===== config.mk =====
export PLATFORM = sky130hd
export DESIGN_NAME = opl_operator_core
export DESIGN_NICKNAME = d
export VERILOG_FILES = /design/src/hw/opl_pkg.sv /design/src/hw/opl_operator_core.sv /design/src/hw/op_output_bank.sv /design/src/hw/op_waveform_unit.sv /design/src/hw/op_phase_generator.sv /design/src/hw/op_connection_router.sv /design/src/hw/op_slot_sequencer.sv
export SDC_FILE = /design/constraint.sdc
export NUM_CORES = 2
export LEC_CHECK = 0
export ABC_AREA = 1
export BUFFER_PORTS_ARGS = -buffer_cell sky130_fd_sc_hd__buf_4
export CORE_MARGIN = 4
export CORE_UTILIZATION = 23
export DETAILED_ROUTE_END_ITERATION = 8
export PLACE_DENSITY_LB_ADDON = 0.15
export SETUP_SLACK_MARGIN = 0.1
export SLEW_MARGIN = 15
export SYNTH_ARGS = -nofsm -noshare
export SYNTH_HDL_FRONTEND = slang
export SYNTH_HIERARCHICAL = 1
export SYNTH_SLANG_ARGS = --single-unit

===== constraint.sdc =====
create_clock -name clk -period 19 [get_ports clk]
set_input_delay 2.85 -clock clk [delete_from_list [all_inputs] [get_ports clk]]
set_output_delay 2.85 -clock clk [all_outputs]
set_load 0.01 [all_outputs]

===== src/hw/opl_pkg.sv =====
// ================================================
// Shared sizes and slot timing for the FM operator
// core. Imported by every RTL module and by the
// testbench so both agree on widths and counts.
// ================================================
`default_nettype none

package opl_pkg;

    // register bank layout
    localparam int NUM_CHANNELS      = 9;
    localparam int NUM_SLOTS         = 18;
    localparam int NUM_FOUR_OP_PAIRS = 3;

    // slot map groups of 3 modulators then 3 carriers
    localparam int CHANNELS_PER_GROUP = 3;
    localparam int SLOTS_PER_GROUP    = 6;
    localparam int FOUR_OP_GROUP      = 1;  // slots 6..11 can join a chain

    // time sharing
    localparam int OP_SLOT_CYCLES   = 7;
    localparam int SLOT_DELAY_WIDTH = $clog2(OP_SLOT_CYCLES);

    // register field widths
    localparam int FNUM_WIDTH  = 10;
    localparam int BLOCK_WIDTH = 3;
    localparam int MULT_WIDTH  = 4;
    localparam int TL_WIDTH    = 6;
    localparam int FB_WIDTH    = 3;

    // operator datapath
    localparam int PHASE_WIDTH      = 20;
    localparam int WAVE_INDEX_WIDTH = 10;
    localparam int OP_OUT_WIDTH     = 13;
    localparam int SLOT_WIDTH       = 5;

    localparam int FB_SHIFT_BASE   = 8;  // feedback shift is 8 - fb
    localparam int MAG_SCALE_SHIFT = 4;  // triangle magnitude x16
    localparam int TL_SHIFT_BITS   = 3;  // top bits of tl used as shift

    typedef logic signed [OP_OUT_WIDTH-1:0] op_out_t;

endpackage

`default_nettype wire

===== src/hw/opl_operator_core.sv =====
// ================================================
// Top of the FM operator core. One shared operator
// datapath is time-shared over 18 slots per sample
// strobe; sample_done marks the finished round.
// ================================================
`timescale 1ns/100ps
`default_nettype none

module opl_operator_core
    import opl_pkg::*;
(
    input  logic                         clk,
    input  logic                         rst,
    input  logic                         sample_clk_en,
    input  logic [FNUM_WIDTH-1:0]        fnum [NUM_CHANNELS],
    input  logic [BLOCK_WIDTH-1:0]       block [NUM_CHANNELS],
    input  logic                         kon [NUM_CHANNELS],
    input  logic [FB_WIDTH-1:0]          fb [NUM_CHANNELS],
    input  logic                         cnt [NUM_CHANNELS],
    input  logic [MULT_WIDTH-1:0]        mult [NUM_SLOTS],
    input  logic [TL_WIDTH-1:0]          tl [NUM_SLOTS],
    input  logic [NUM_FOUR_OP_PAIRS-1:0] connection_sel,
    output op_out_t                      operator_out [NUM_SLOTS],
    output logic                         sample_done
);

    logic [SLOT_WIDTH-1:0]  slot;
    logic                   busy;
    logic                   slot_start;
    logic                   slot_capture;
    logic [FNUM_WIDTH-1:0]  slot_fnum;
    logic [BLOCK_WIDTH-1:0] slot_block;
    logic                   slot_kon;
    logic [FB_WIDTH-1:0]    slot_fb;
    logic                   use_feedback;
    op_out_t                modulation;
    logic [MULT_WIDTH-1:0]  slot_mult;
    logic [TL_WIDTH-1:0]    slot_tl;
    logic [PHASE_WIDTH-1:0] phase;
    logic                   phase_valid;
    op_out_t                result;
    op_out_t                prev_out;

    // per-slot registers held at zero between rounds
    assign slot_mult = busy ? mult[slot] : '0;
    assign slot_tl   = busy ? tl[slot] : '0;

    op_slot_sequencer u_sequencer (
        .clk, .rst, .sample_clk_en,
        .slot, .busy, .slot_start, .slot_capture, .sample_done
    );

    op_connection_router u_router (
        .slot, .fnum, .block, .kon, .fb, .cnt, .connection_sel, .operator_out,
        .slot_fnum, .slot_block, .slot_kon, .slot_fb, .use_feedback, .modulation
    );

    op_phase_generator u_phase (
        .clk, .rst, .slot, .slot_start, .slot_fnum, .slot_block,
        .mult(slot_mult), .slot_kon, .phase, .phase_valid
    );

    op_waveform_unit u_waveform (
        .clk, .rst, .phase, .phase_valid, .modulation, .use_feedback, .slot_fb,
        .prev_out, .tl(slot_tl), .slot_kon, .result
    );

    op_output_bank u_outputs (
        .clk, .rst, .slot, .slot_capture, .result, .operator_out, .prev_out
    );

endmodule

`default_nettype wire


===== src/hw/op_output_bank.sv =====
// ================================================
// Holds the last captured output of every slot.
// The current slot is written on slot_capture and
// its old value is offered back for self feedback.
// ================================================
`timescale 1ns/100ps
`default_nettype none

module op_output_bank
    import opl_pkg::*;
(
    input  logic                  clk,
    input  logic                  rst,
    input  logic [SLOT_WIDTH-1:0] slot,
    input  logic                  slot_capture,
    input  op_out_t               result,
    output op_out_t               operator_out [NUM_SLOTS],
    output op_out_t               prev_out
);

    // value from the previous round until this slot's capture
    assign prev_out = operator_out[slot];

    always_ff @(posedge clk) begin
        if (rst) begin
            for (int i = 0; i < NUM_SLOTS; i++) begin
                operator_out[i] <= '0;
            end
        end else if (slot_capture) begin
            operator_out[slot] <= result;  // last cycle of the window
        end
    end

endmodule

`default_nettype wire


===== src/hw/op_waveform_unit.sv =====
// ================================================
// Operator output stage. Adds modulation or self
// feedback to the phase, builds a triangle wave,
// attenuates by tl and registers on phase_valid.
// ================================================
`timescale 1ns/100ps
`default_nettype none

module op_waveform_unit
    import opl_pkg::*;
(
    input  logic                   clk,
    input  logic                   rst,
    input  logic [PHASE_WIDTH-1:0] phase,
    input  logic                   phase_valid,
    input  op_out_t                modulation,
    input  logic                   use_feedback,
    input  logic [FB_WIDTH-1:0]    slot_fb,
    input  op_out_t                prev_out,
    input  logic [TL_WIDTH-1:0]    tl,
    input  logic                   slot_kon,
    output op_out_t                result
);

    logic [FB_WIDTH:0]             fb_shift;
    op_out_t                       fb_mod;
    op_out_t                       mod_sel;
    logic [WAVE_INDEX_WIDTH-1:0]   wave_index;
    logic [WAVE_INDEX_WIDTH-2:0]   half_index;  // index mod 512
    logic [WAVE_INDEX_WIDTH-3:0]   mag;
    logic [OP_OUT_WIDTH-2:0]       scaled;
    logic [OP_OUT_WIDTH-2:0]       atten;
    op_out_t                       signed_out;

    always_comb begin
        fb_shift = (FB_WIDTH + 1)'(FB_SHIFT_BASE - int'(slot_fb));
        fb_mod   = prev_out >>> fb_shift;  // last round's own output
        mod_sel  = (use_feedback && slot_fb != '0) ? fb_mod : modulation;

        // top phase bits plus low modulation bits wrap at 1024
        wave_index = phase[PHASE_WIDTH-1 -: WAVE_INDEX_WIDTH]
                   + mod_sel[WAVE_INDEX_WIDTH-1:0];
        half_index = wave_index[WAVE_INDEX_WIDTH-2:0];

        // rising below 256 and 511 - q above
        mag = half_index[WAVE_INDEX_WIDTH-2] ? ~half_index[WAVE_INDEX_WIDTH-3:0]
                                             : half_index[WAVE_INDEX_WIDTH-3:0];

        scaled = (OP_OUT_WIDTH - 1)'(mag) << MAG_SCALE_SHIFT;
        atten  = scaled >> tl[TL_WIDTH-1 -: TL_SHIFT_BITS];

        // second half of the cycle is negative
        if (wave_index[WAVE_INDEX_WIDTH-1]) begin
            signed_out = -$signed({1'b0, atten});
        end else begin
            signed_out = $signed({1'b0, atten});
        end
    end

    always_ff @(posedge clk) begin
        if (rst) begin
            result <= '0;
        end else if (phase_valid) begin
            result <= slot_kon ? signed_out : '0;  // silent on key-off
        end
    end

endmodule

`default_nettype wire


===== src/hw/op_phase_generator.sv =====
// ================================================
// Per-slot phase accumulators. On slot_start the
// current slot's phase advances by its increment,
// or clears on key-off, and is presented next cycle.
// ================================================
`timescale 1ns/100ps
`default_nettype none

module op_phase_generator
    import opl_pkg::*;
(
    input  logic                   clk,
    input  logic                   rst,
    input  logic [SLOT_WIDTH-1:0]  slot,
    input  logic                   slot_start,
    input  logic [FNUM_WIDTH-1:0]  slot_fnum,
    input  logic [BLOCK_WIDTH-1:0] slot_block,
    input  logic [MULT_WIDTH-1:0]  mult,
    input  logic                   slot_kon,
    output logic [PHASE_WIDTH-1:0] phase,
    output logic                   phase_valid
);

    logic [PHASE_WIDTH-1:0] phase_mem [NUM_SLOTS];
    logic [PHASE_WIDTH-1:0] phase_inc;
    logic [PHASE_WIDTH-1:0] phase_next;

    always_comb begin
        // (fnum << block) * mult with low bits kept
        phase_inc  = (PHASE_WIDTH'(slot_fnum) << slot_block) * PHASE_WIDTH'(mult);
        phase_next = slot_kon ? phase_mem[slot] + phase_inc : '0;  // key-off restarts at 0
    end

    always_ff @(posedge clk) begin
        if (rst) begin
            for (int i = 0; i < NUM_SLOTS; i++) begin
                phase_mem[i] <= '0;
            end
            phase       <= '0;
            phase_valid <= 1'b0;
        end else begin
            phase_valid <= slot_start;
            if (slot_start) begin
                phase_mem[slot] <= phase_next;
                phase           <= phase_next;
            end
        end
    end

endmodule

`default_nettype wire


===== src/hw/op_connection_router.sv =====
// ================================================
// Maps channel registers onto the current slot and
// picks its modulation source. Handles 2-op pairs
// and the 4-op chains enabled by connection_sel.
// ================================================
`timescale 1ns/100ps
`default_nettype none

module op_connection_router
    import opl_pkg::*;
(
    input  logic [SLOT_WIDTH-1:0]        slot,
    input  logic [FNUM_WIDTH-1:0]        fnum [NUM_CHANNELS],
    input  logic [BLOCK_WIDTH-1:0]       block [NUM_CHANNELS],
    input  logic                         kon [NUM_CHANNELS],
    input  logic [FB_WIDTH-1:0]          fb [NUM_CHANNELS],
    input  logic                         cnt [NUM_CHANNELS],
    input  logic [NUM_FOUR_OP_PAIRS-1:0] connection_sel,
    input  op_out_t                      operator_out [NUM_SLOTS],
    output logic [FNUM_WIDTH-1:0]        slot_fnum,
    output logic [BLOCK_WIDTH-1:0]       slot_block,
    output logic                         slot_kon,
    output logic [FB_WIDTH-1:0]          slot_fb,
    output logic                         use_feedback,
    output op_out_t                      modulation
);

    int unsigned grp;  // group of 6 slots serving 3 channels
    int unsigned pos;  // 0..2 modulators and 3..5 carriers
    int unsigned ch;
    int unsigned k;    // four-op pair index within the middle group

    always_comb begin
        grp = int'(slot) / SLOTS_PER_GROUP;
        pos = int'(slot) % SLOTS_PER_GROUP;
        k   = pos % CHANNELS_PER_GROUP;
        ch  = grp * CHANNELS_PER_GROUP + k;

        // two-operator mapping
        slot_fnum  = fnum[ch];
        slot_block = block[ch];
        slot_kon   = kon[ch];
        if (pos < CHANNELS_PER_GROUP) begin
            use_feedback = 1'b1;  // modulator
            slot_fb      = fb[ch];
            modulation   = '0;
        end else begin
            use_feedback = 1'b0;  // carrier fed by its modulator unless additive
            slot_fb      = '0;
            modulation   = cnt[ch] ? '0 : operator_out[int'(slot) - CHANNELS_PER_GROUP];
        end

        // slots k+6 and k+9 follow channel k when the pair is chained
        if (grp == FOUR_OP_GROUP && connection_sel[k]) begin
            slot_fnum    = fnum[k];
            slot_block   = block[k];
            slot_kon     = kon[k];
            use_feedback = 1'b0;
            slot_fb      = '0;
            if (pos < CHANNELS_PER_GROUP) begin  // third operator
                modulation = (!cnt[k] && cnt[k + CHANNELS_PER_GROUP]) ? '0
                           : operator_out[k + CHANNELS_PER_GROUP];
            end else begin  // last operator
                modulation = (cnt[k] && cnt[k + CHANNELS_PER_GROUP]) ? '0
                           : operator_out[k + SLOTS_PER_GROUP];
            end
        end
    end

endmodule

`default_nettype wire


===== src/hw/op_slot_sequencer.sv =====
// ================================================
// Walks the 18 operator slots after each sample
// strobe. Each slot gets a fixed window; start and
// capture strobes mark its first and last cycle.
// ================================================
`timescale 1ns/100ps
`default_nettype none

module op_slot_sequencer
    import opl_pkg::*;
(
    input  logic                  clk,
    input  logic                  rst,
    input  logic                  sample_clk_en,
    output logic [SLOT_WIDTH-1:0] slot,
    output logic                  busy,
    output logic                  slot_start,
    output logic                  slot_capture,
    output logic                  sample_done
);

    logic [SLOT_DELAY_WIDTH-1:0] delay_cnt;  // cycle within the window
    logic                        window_end;
    logic                        last_slot;

    assign window_end = delay_cnt == SLOT_DELAY_WIDTH'(OP_SLOT_CYCLES - 1);
    assign last_slot  = slot == SLOT_WIDTH'(NUM_SLOTS - 1);

    assign slot_start   = busy && delay_cnt == '0;
    assign slot_capture = busy && window_end;

    always_ff @(posedge clk) begin
        if (rst) begin
            busy        <= 1'b0;
            slot        <= '0;
            delay_cnt   <= '0;
            sample_done <= 1'b0;
        end else begin
            sample_done <= 1'b0;
            if (!busy) begin
                if (sample_clk_en) begin  // strobes while busy are dropped
                    busy      <= 1'b1;
                    slot      <= '0;
                    delay_cnt <= '0;
                end
            end else if (window_end) begin
                delay_cnt <= '0;
                if (last_slot) begin
                    busy        <= 1'b0;  // back to idle
                    sample_done <= 1'b1;  // lands one cycle after last capture
                end else begin
                    slot <= slot + 1'b1;
                end
            end else begin
                delay_cnt <= delay_cnt + 1'b1;
            end
        end
    end

endmodule

`default_nettype wire


---- Yosys cells after proc, flatten, opt, wreduce, memory -nomap -nowiden ----
Memory sizes are Yosys's and may differ from the RTL's. A register that Yosys moved wholly into a read port is not among the register bits.
Cells that the tools add are included.
word-level totals
  register bits ........................... 278
  bits in latches ......................... 0
  bits in writable memories ............... 360
  bits in read-only memories .............. 0
  output and inout bits ................... 235
  memories kept ........................... 1
memories
  name               words  bits a word  rd ports  clocked after Yosys merged registers in  write ports  line                      RTL
  u_phase.phase_mem  18     20           1         1                                        18           op_phase_generator.sv:24  logic [PHASE_WIDTH-1:0] phase_mem [NUM_SLOTS];
cells by class
  $add $sub $neg .......................... 10
  $mul .................................... 2
  divide/modulo/power cells ............... 3
  magnitude comparators ................... 10
  equal/unequal tests ..................... 5
  shift-type cells ........................ 3
  multiplexer cells ....................... 95
  bitwise operators ....................... 9
  reductions and logical operators ........ 14
operators by type and width
  operator                                                     count
  binary-select mux 13 bit (select 5 bit)                      4
  bitwise mux 234 bit                                          1
  2-to-1 mux 10 bit                                            18
  NOT 32 -> 33 bit                                             4
  >= comparator 33 x 5 -> 1 bit, second input constant         3
  binary-select mux 10 bit (select 4 bit)                      2
  >= comparator 33 x 6 -> 1 bit, second input constant         2
  demux 13 bit (select 5 bit)                                  1
  2-to-1 mux 13 bit                                            5
  2-to-1 mux 20 bit                                            2
  binary-select mux 3 bit (select 4 bit)                       3
  2-to-1 mux 3 bit                                             12
  2-to-1 mux 5 bit                                             7
  adder 32 x 2 -> 32 bit, second input constant                1
  adder 32 x 3 -> 32 bit, second input constant                1
  adder 32 bit                                                 1
  divider 6 x 4 -> 32 bit, second input constant               1
  == test 32 x 1 -> 1 bit, second input constant               1
  >= comparator 32 x 6 -> 1 bit, second input constant         1
  less-than comparator 32 x 2 -> 1 bit, second input constant  1
  less-than comparator 32 x 3 -> 1 bit, second input constant  1
  modulo 32 x 2 -> 32 bit, second input constant               1
  modulo 6 x 4 -> 32 bit, second input constant                1
  multiplier 32 x 2 -> 32 bit, second input constant           1
  36 further kinds                                             76

---- Logic depth before layout (Yosys ltp) ----
  word-level depth ........................ 19
  depth in mapped cells ................... 86
  depth with buffers taken out ............ 79

---- Hierarchy ----
The synthesis kept the hierarchy.
by module, submodules not included
  module                times used  cells each  area each (um^2)  seq. area each (um^2)
  op_phase_generator    1           2,845       30,754.5          19,638.8
  op_connection_router  1           2,383       11,252.0          0.0
  op_output_bank        1           1,667       10,752.8          4,684.5
  op_waveform_unit      1           453         2,560.0           260.2
  opl_operator_core     1           551         2,353.5           0.0
  op_slot_sequencer     1           73          503.0             200.2

---- Least setup slack after synthesis ----
No wires, ideal clock.
  kind .................................... flip-flop to flip-flop
  start point ............................. reg u_sequencer.slot[3]
  end point ............................... mem u_phase.phase_mem[0][5], data pin
  setup time .............................. 0.141 ns
  arrival ................................. 11.970 ns
  slack ................................... 6.889 ns
  stages on the path, launching flop included .. 69
  clock period less this slack ............ 12.111 ns
  cell sequence ........................... dfxtp_1 buf_2 clkbuf_1 ha_1 inv_1 nand2_1 nand2_1 nand4_1 nand2_1 inv_1 ha_1 o21ai_1 nand2_1 nand2_1 nand3_1 nand2_1 nand2_1 nand2_2 [... 33 more ...] nand3_1 o21ai_0 nor2_1 inv_1 nor2_1 fa_1 fa_1 inv_1 fa_1 inv_1 ha_1 a21oi_1 o21ai_1 and2_1 nor3_1 inv_2 clkbuf_1 nor2_1
RTL lines
  element                   line                      RTL
  start: declaration        op_slot_sequencer.sv:15   output logic [SLOT_WIDTH-1:0] slot,
  start signal: assignment  op_slot_sequencer.sv:52   slot <= slot + 1'b1;
  end: declaration          op_phase_generator.sv:24

==> metrics.yaml <==
outcome:
  status: "completed"
clock_network:
  numCtsBuffers: 103
  post_cts_resized: 0
  clk_latency_ps: 800
  clockBufferDepth: 3
  root_buffer: "clkbuf_16"
  cts-hold-fix-buffers: 0
  h-tree-depth: 3
  post_cts_buffers: 0
  numClockSinks: 908
  cts_tree: "yes"
  path_clk_slew_ps: 60
sta:
  rsz0062_at_grt: "false"
  period_share_pct: 78.1
  clock_skew_ps: 96.1
  setup_tns_ps: 0
  fin_crit_ps: 14840
  worst_slew_pin_slew_ps: 1260
  hold_violations: 0
  slew_headroom_pct: 15.3
  slew_viol_final: 0
  hold_slack_ps: 456
  fmax_ghz: 0.0674
  setup_viol: 0
global_route:
  antenna_found_initial: 4
  grt.overflow.total: 0
  grt_pass1_wl_mm: 377
  grt_use_total_pct: 20.4
  grt_pass1_vias: 50180
  grt_max_degree: 124
die:
  die_h_um: 500
  core_sq_mm: 0.241
  row_count: 180
  die_x_um: 500
  dieArea_sq_mm: 0.250
  start_util_pct: 23.1
  io_pins: 583
finish:
  area_growth_pct: 17.6
  drive_gt1_share_pct: 14.1
  fillCellCount: 26414
  multi_input_area_sq_mm: 0.0265
  final_util_pct: 27.2
  seq_area_sq_mm: 0.0246
  nets: 8109
  final_area_sq_mm: 0.0656
route:
  vias: 53607
  firstDrtPassIters: 5
  wirelength_mm: 266
  drc: 0
  wl_per_cell_um: 24.4
  ant_nets: 0
  via_per_inst: 4.90
  drt_iter0_drc: 5319
setup_path:
  timing.critical_path.mode_cell: "nand2_1"
  worst-path-stages: 63
  critPathKind: "reg2reg"
  cp.arrival_ps: 15400
  reg2reg_depth: 63
  cp-end-kind: "flop"
  slowest_delay_ps: 880
  required_ps: 19560
  reg2reg_slack_ps: 4160
  path_buf_inv: 14
  cp_max_fo: 23
  critPathSlowestCell: "inv_1"
  critical_path.top_delay_family: "simple AND/OR/NAND/NOR gates"
  startpoint_type: "flop"
min_path:
  min_path_cells: 2
  hold_path.class: "reg2reg"
synth:
  ys_warn_count: 6
  syn-mean-instance-area_sq_um: 7.49
  syn_area_sq_mm: 0.0558
  syn-num-nets: 7898
  synthCells: 7447
power_and_ir_drop:
  leakagePower_uw: 0.0256
  power_density_mw_per_mm2: 69.7
  vdd_ir_drop_max_v: 0.0000817
  total_power_uw: 4580
placement:
  dp_hpwl_mm: 182
  gp_congestion: 0.907
  port_buffers: 528
  placed_cell_area_sq_mm: 0.0622
job:
  max_cap_violations: 0
-- sequential cells by signal, indices dropped and copies added, names as in the netlist --
name                     cells
u_sequencer/slot             5
u_sequencer/sample_done      1
u_outputs/operator_out     234
u_phase/phase_mem          640
u_sequencer/busy             1
u_phase/phase_valid          1
u_sequencer/delay_cnt        3
u_waveform/result           13
u_phase/phase               10
-- power by group --
part,total [uW],switching [uW],internal (uW)
clock,2020,883,1140
sequential,2160,14.7,2140
combinational,397,265,133
-- stage by stage --
stage / setup WS [ps] / cells
3_5_place_dp: 4120 / 10738
2_1_floorplan: 6900 / 7447
4_1_cts: 4130 / 10931
3_3_place_gp: 4280 / 10738
5_1_grt: 2990 / 10933
6_report: 4160 / 10935
-- worst paths after layout --
kind | start | to
worst min-delay path | u_phase/phase[18] | u_phase/phase[18]
worst max-delay path | u_sequencer/slot[4] | u_phase/phase_mem[15][14]
worst min register to register | u_phase/phase[18] | u_phase/phase[18]
worst max register to register | u_sequencer/slot[4] | u_phase/phase_mem[15][14]
-- layout make-up --
class / count / share of cell area [%]
Antenna cell: 4 / 0.0153
Clock buffer: 128 / 4.16
Clock inverter: 65 / 0.999
Inverter: 537 / 3.10
Multi-Input combinational cell: 5434 / 40.4
Sequential cell: 908 / 37.5
Tap cell: 3185 / 6.07
Timing Repair Buffer: 674 / 7.76
-- metal layers --
layer  track usage (%)  wire length, um
met5                 0               20
met4              6.89             9340
met3              2.64            16300
met2              33.0           122000
met1              28.0           119000
-- cells in the final DEF, fill, tap and decap left out, drive strengths merged, types with 9 or more instances in the layout --
cell	count
nand2	2015
nor2	1164
buf	673
o21ai	642
edfxtp	640
nand3	606
inv	529
a21oi	494
dfxtp	268
clkbuf	129
o221ai	116
o22ai	69
clkinv	63
o211ai	56
ha	52
fa	51
nand4	27
nor3	26
nand3b	15
a22oi	14
a31oi	13
or2	13
xor2	12
o311ai	9
-- worst register-to-register path, delay by kind of cell, from the launching register on --
kind / cells / cell delay, ps
xor gates and xnor gates: 4 / 750
and+or+nand+nor: 28 / 4660
buffers and inverters: 14 / 3070
AOI/OAI and AO/OA: 6 / 1530
DFF: 1 / 480
adders and majority gates: 11 / 4220
Note: power is estimated with default switching activity, not from simulation.
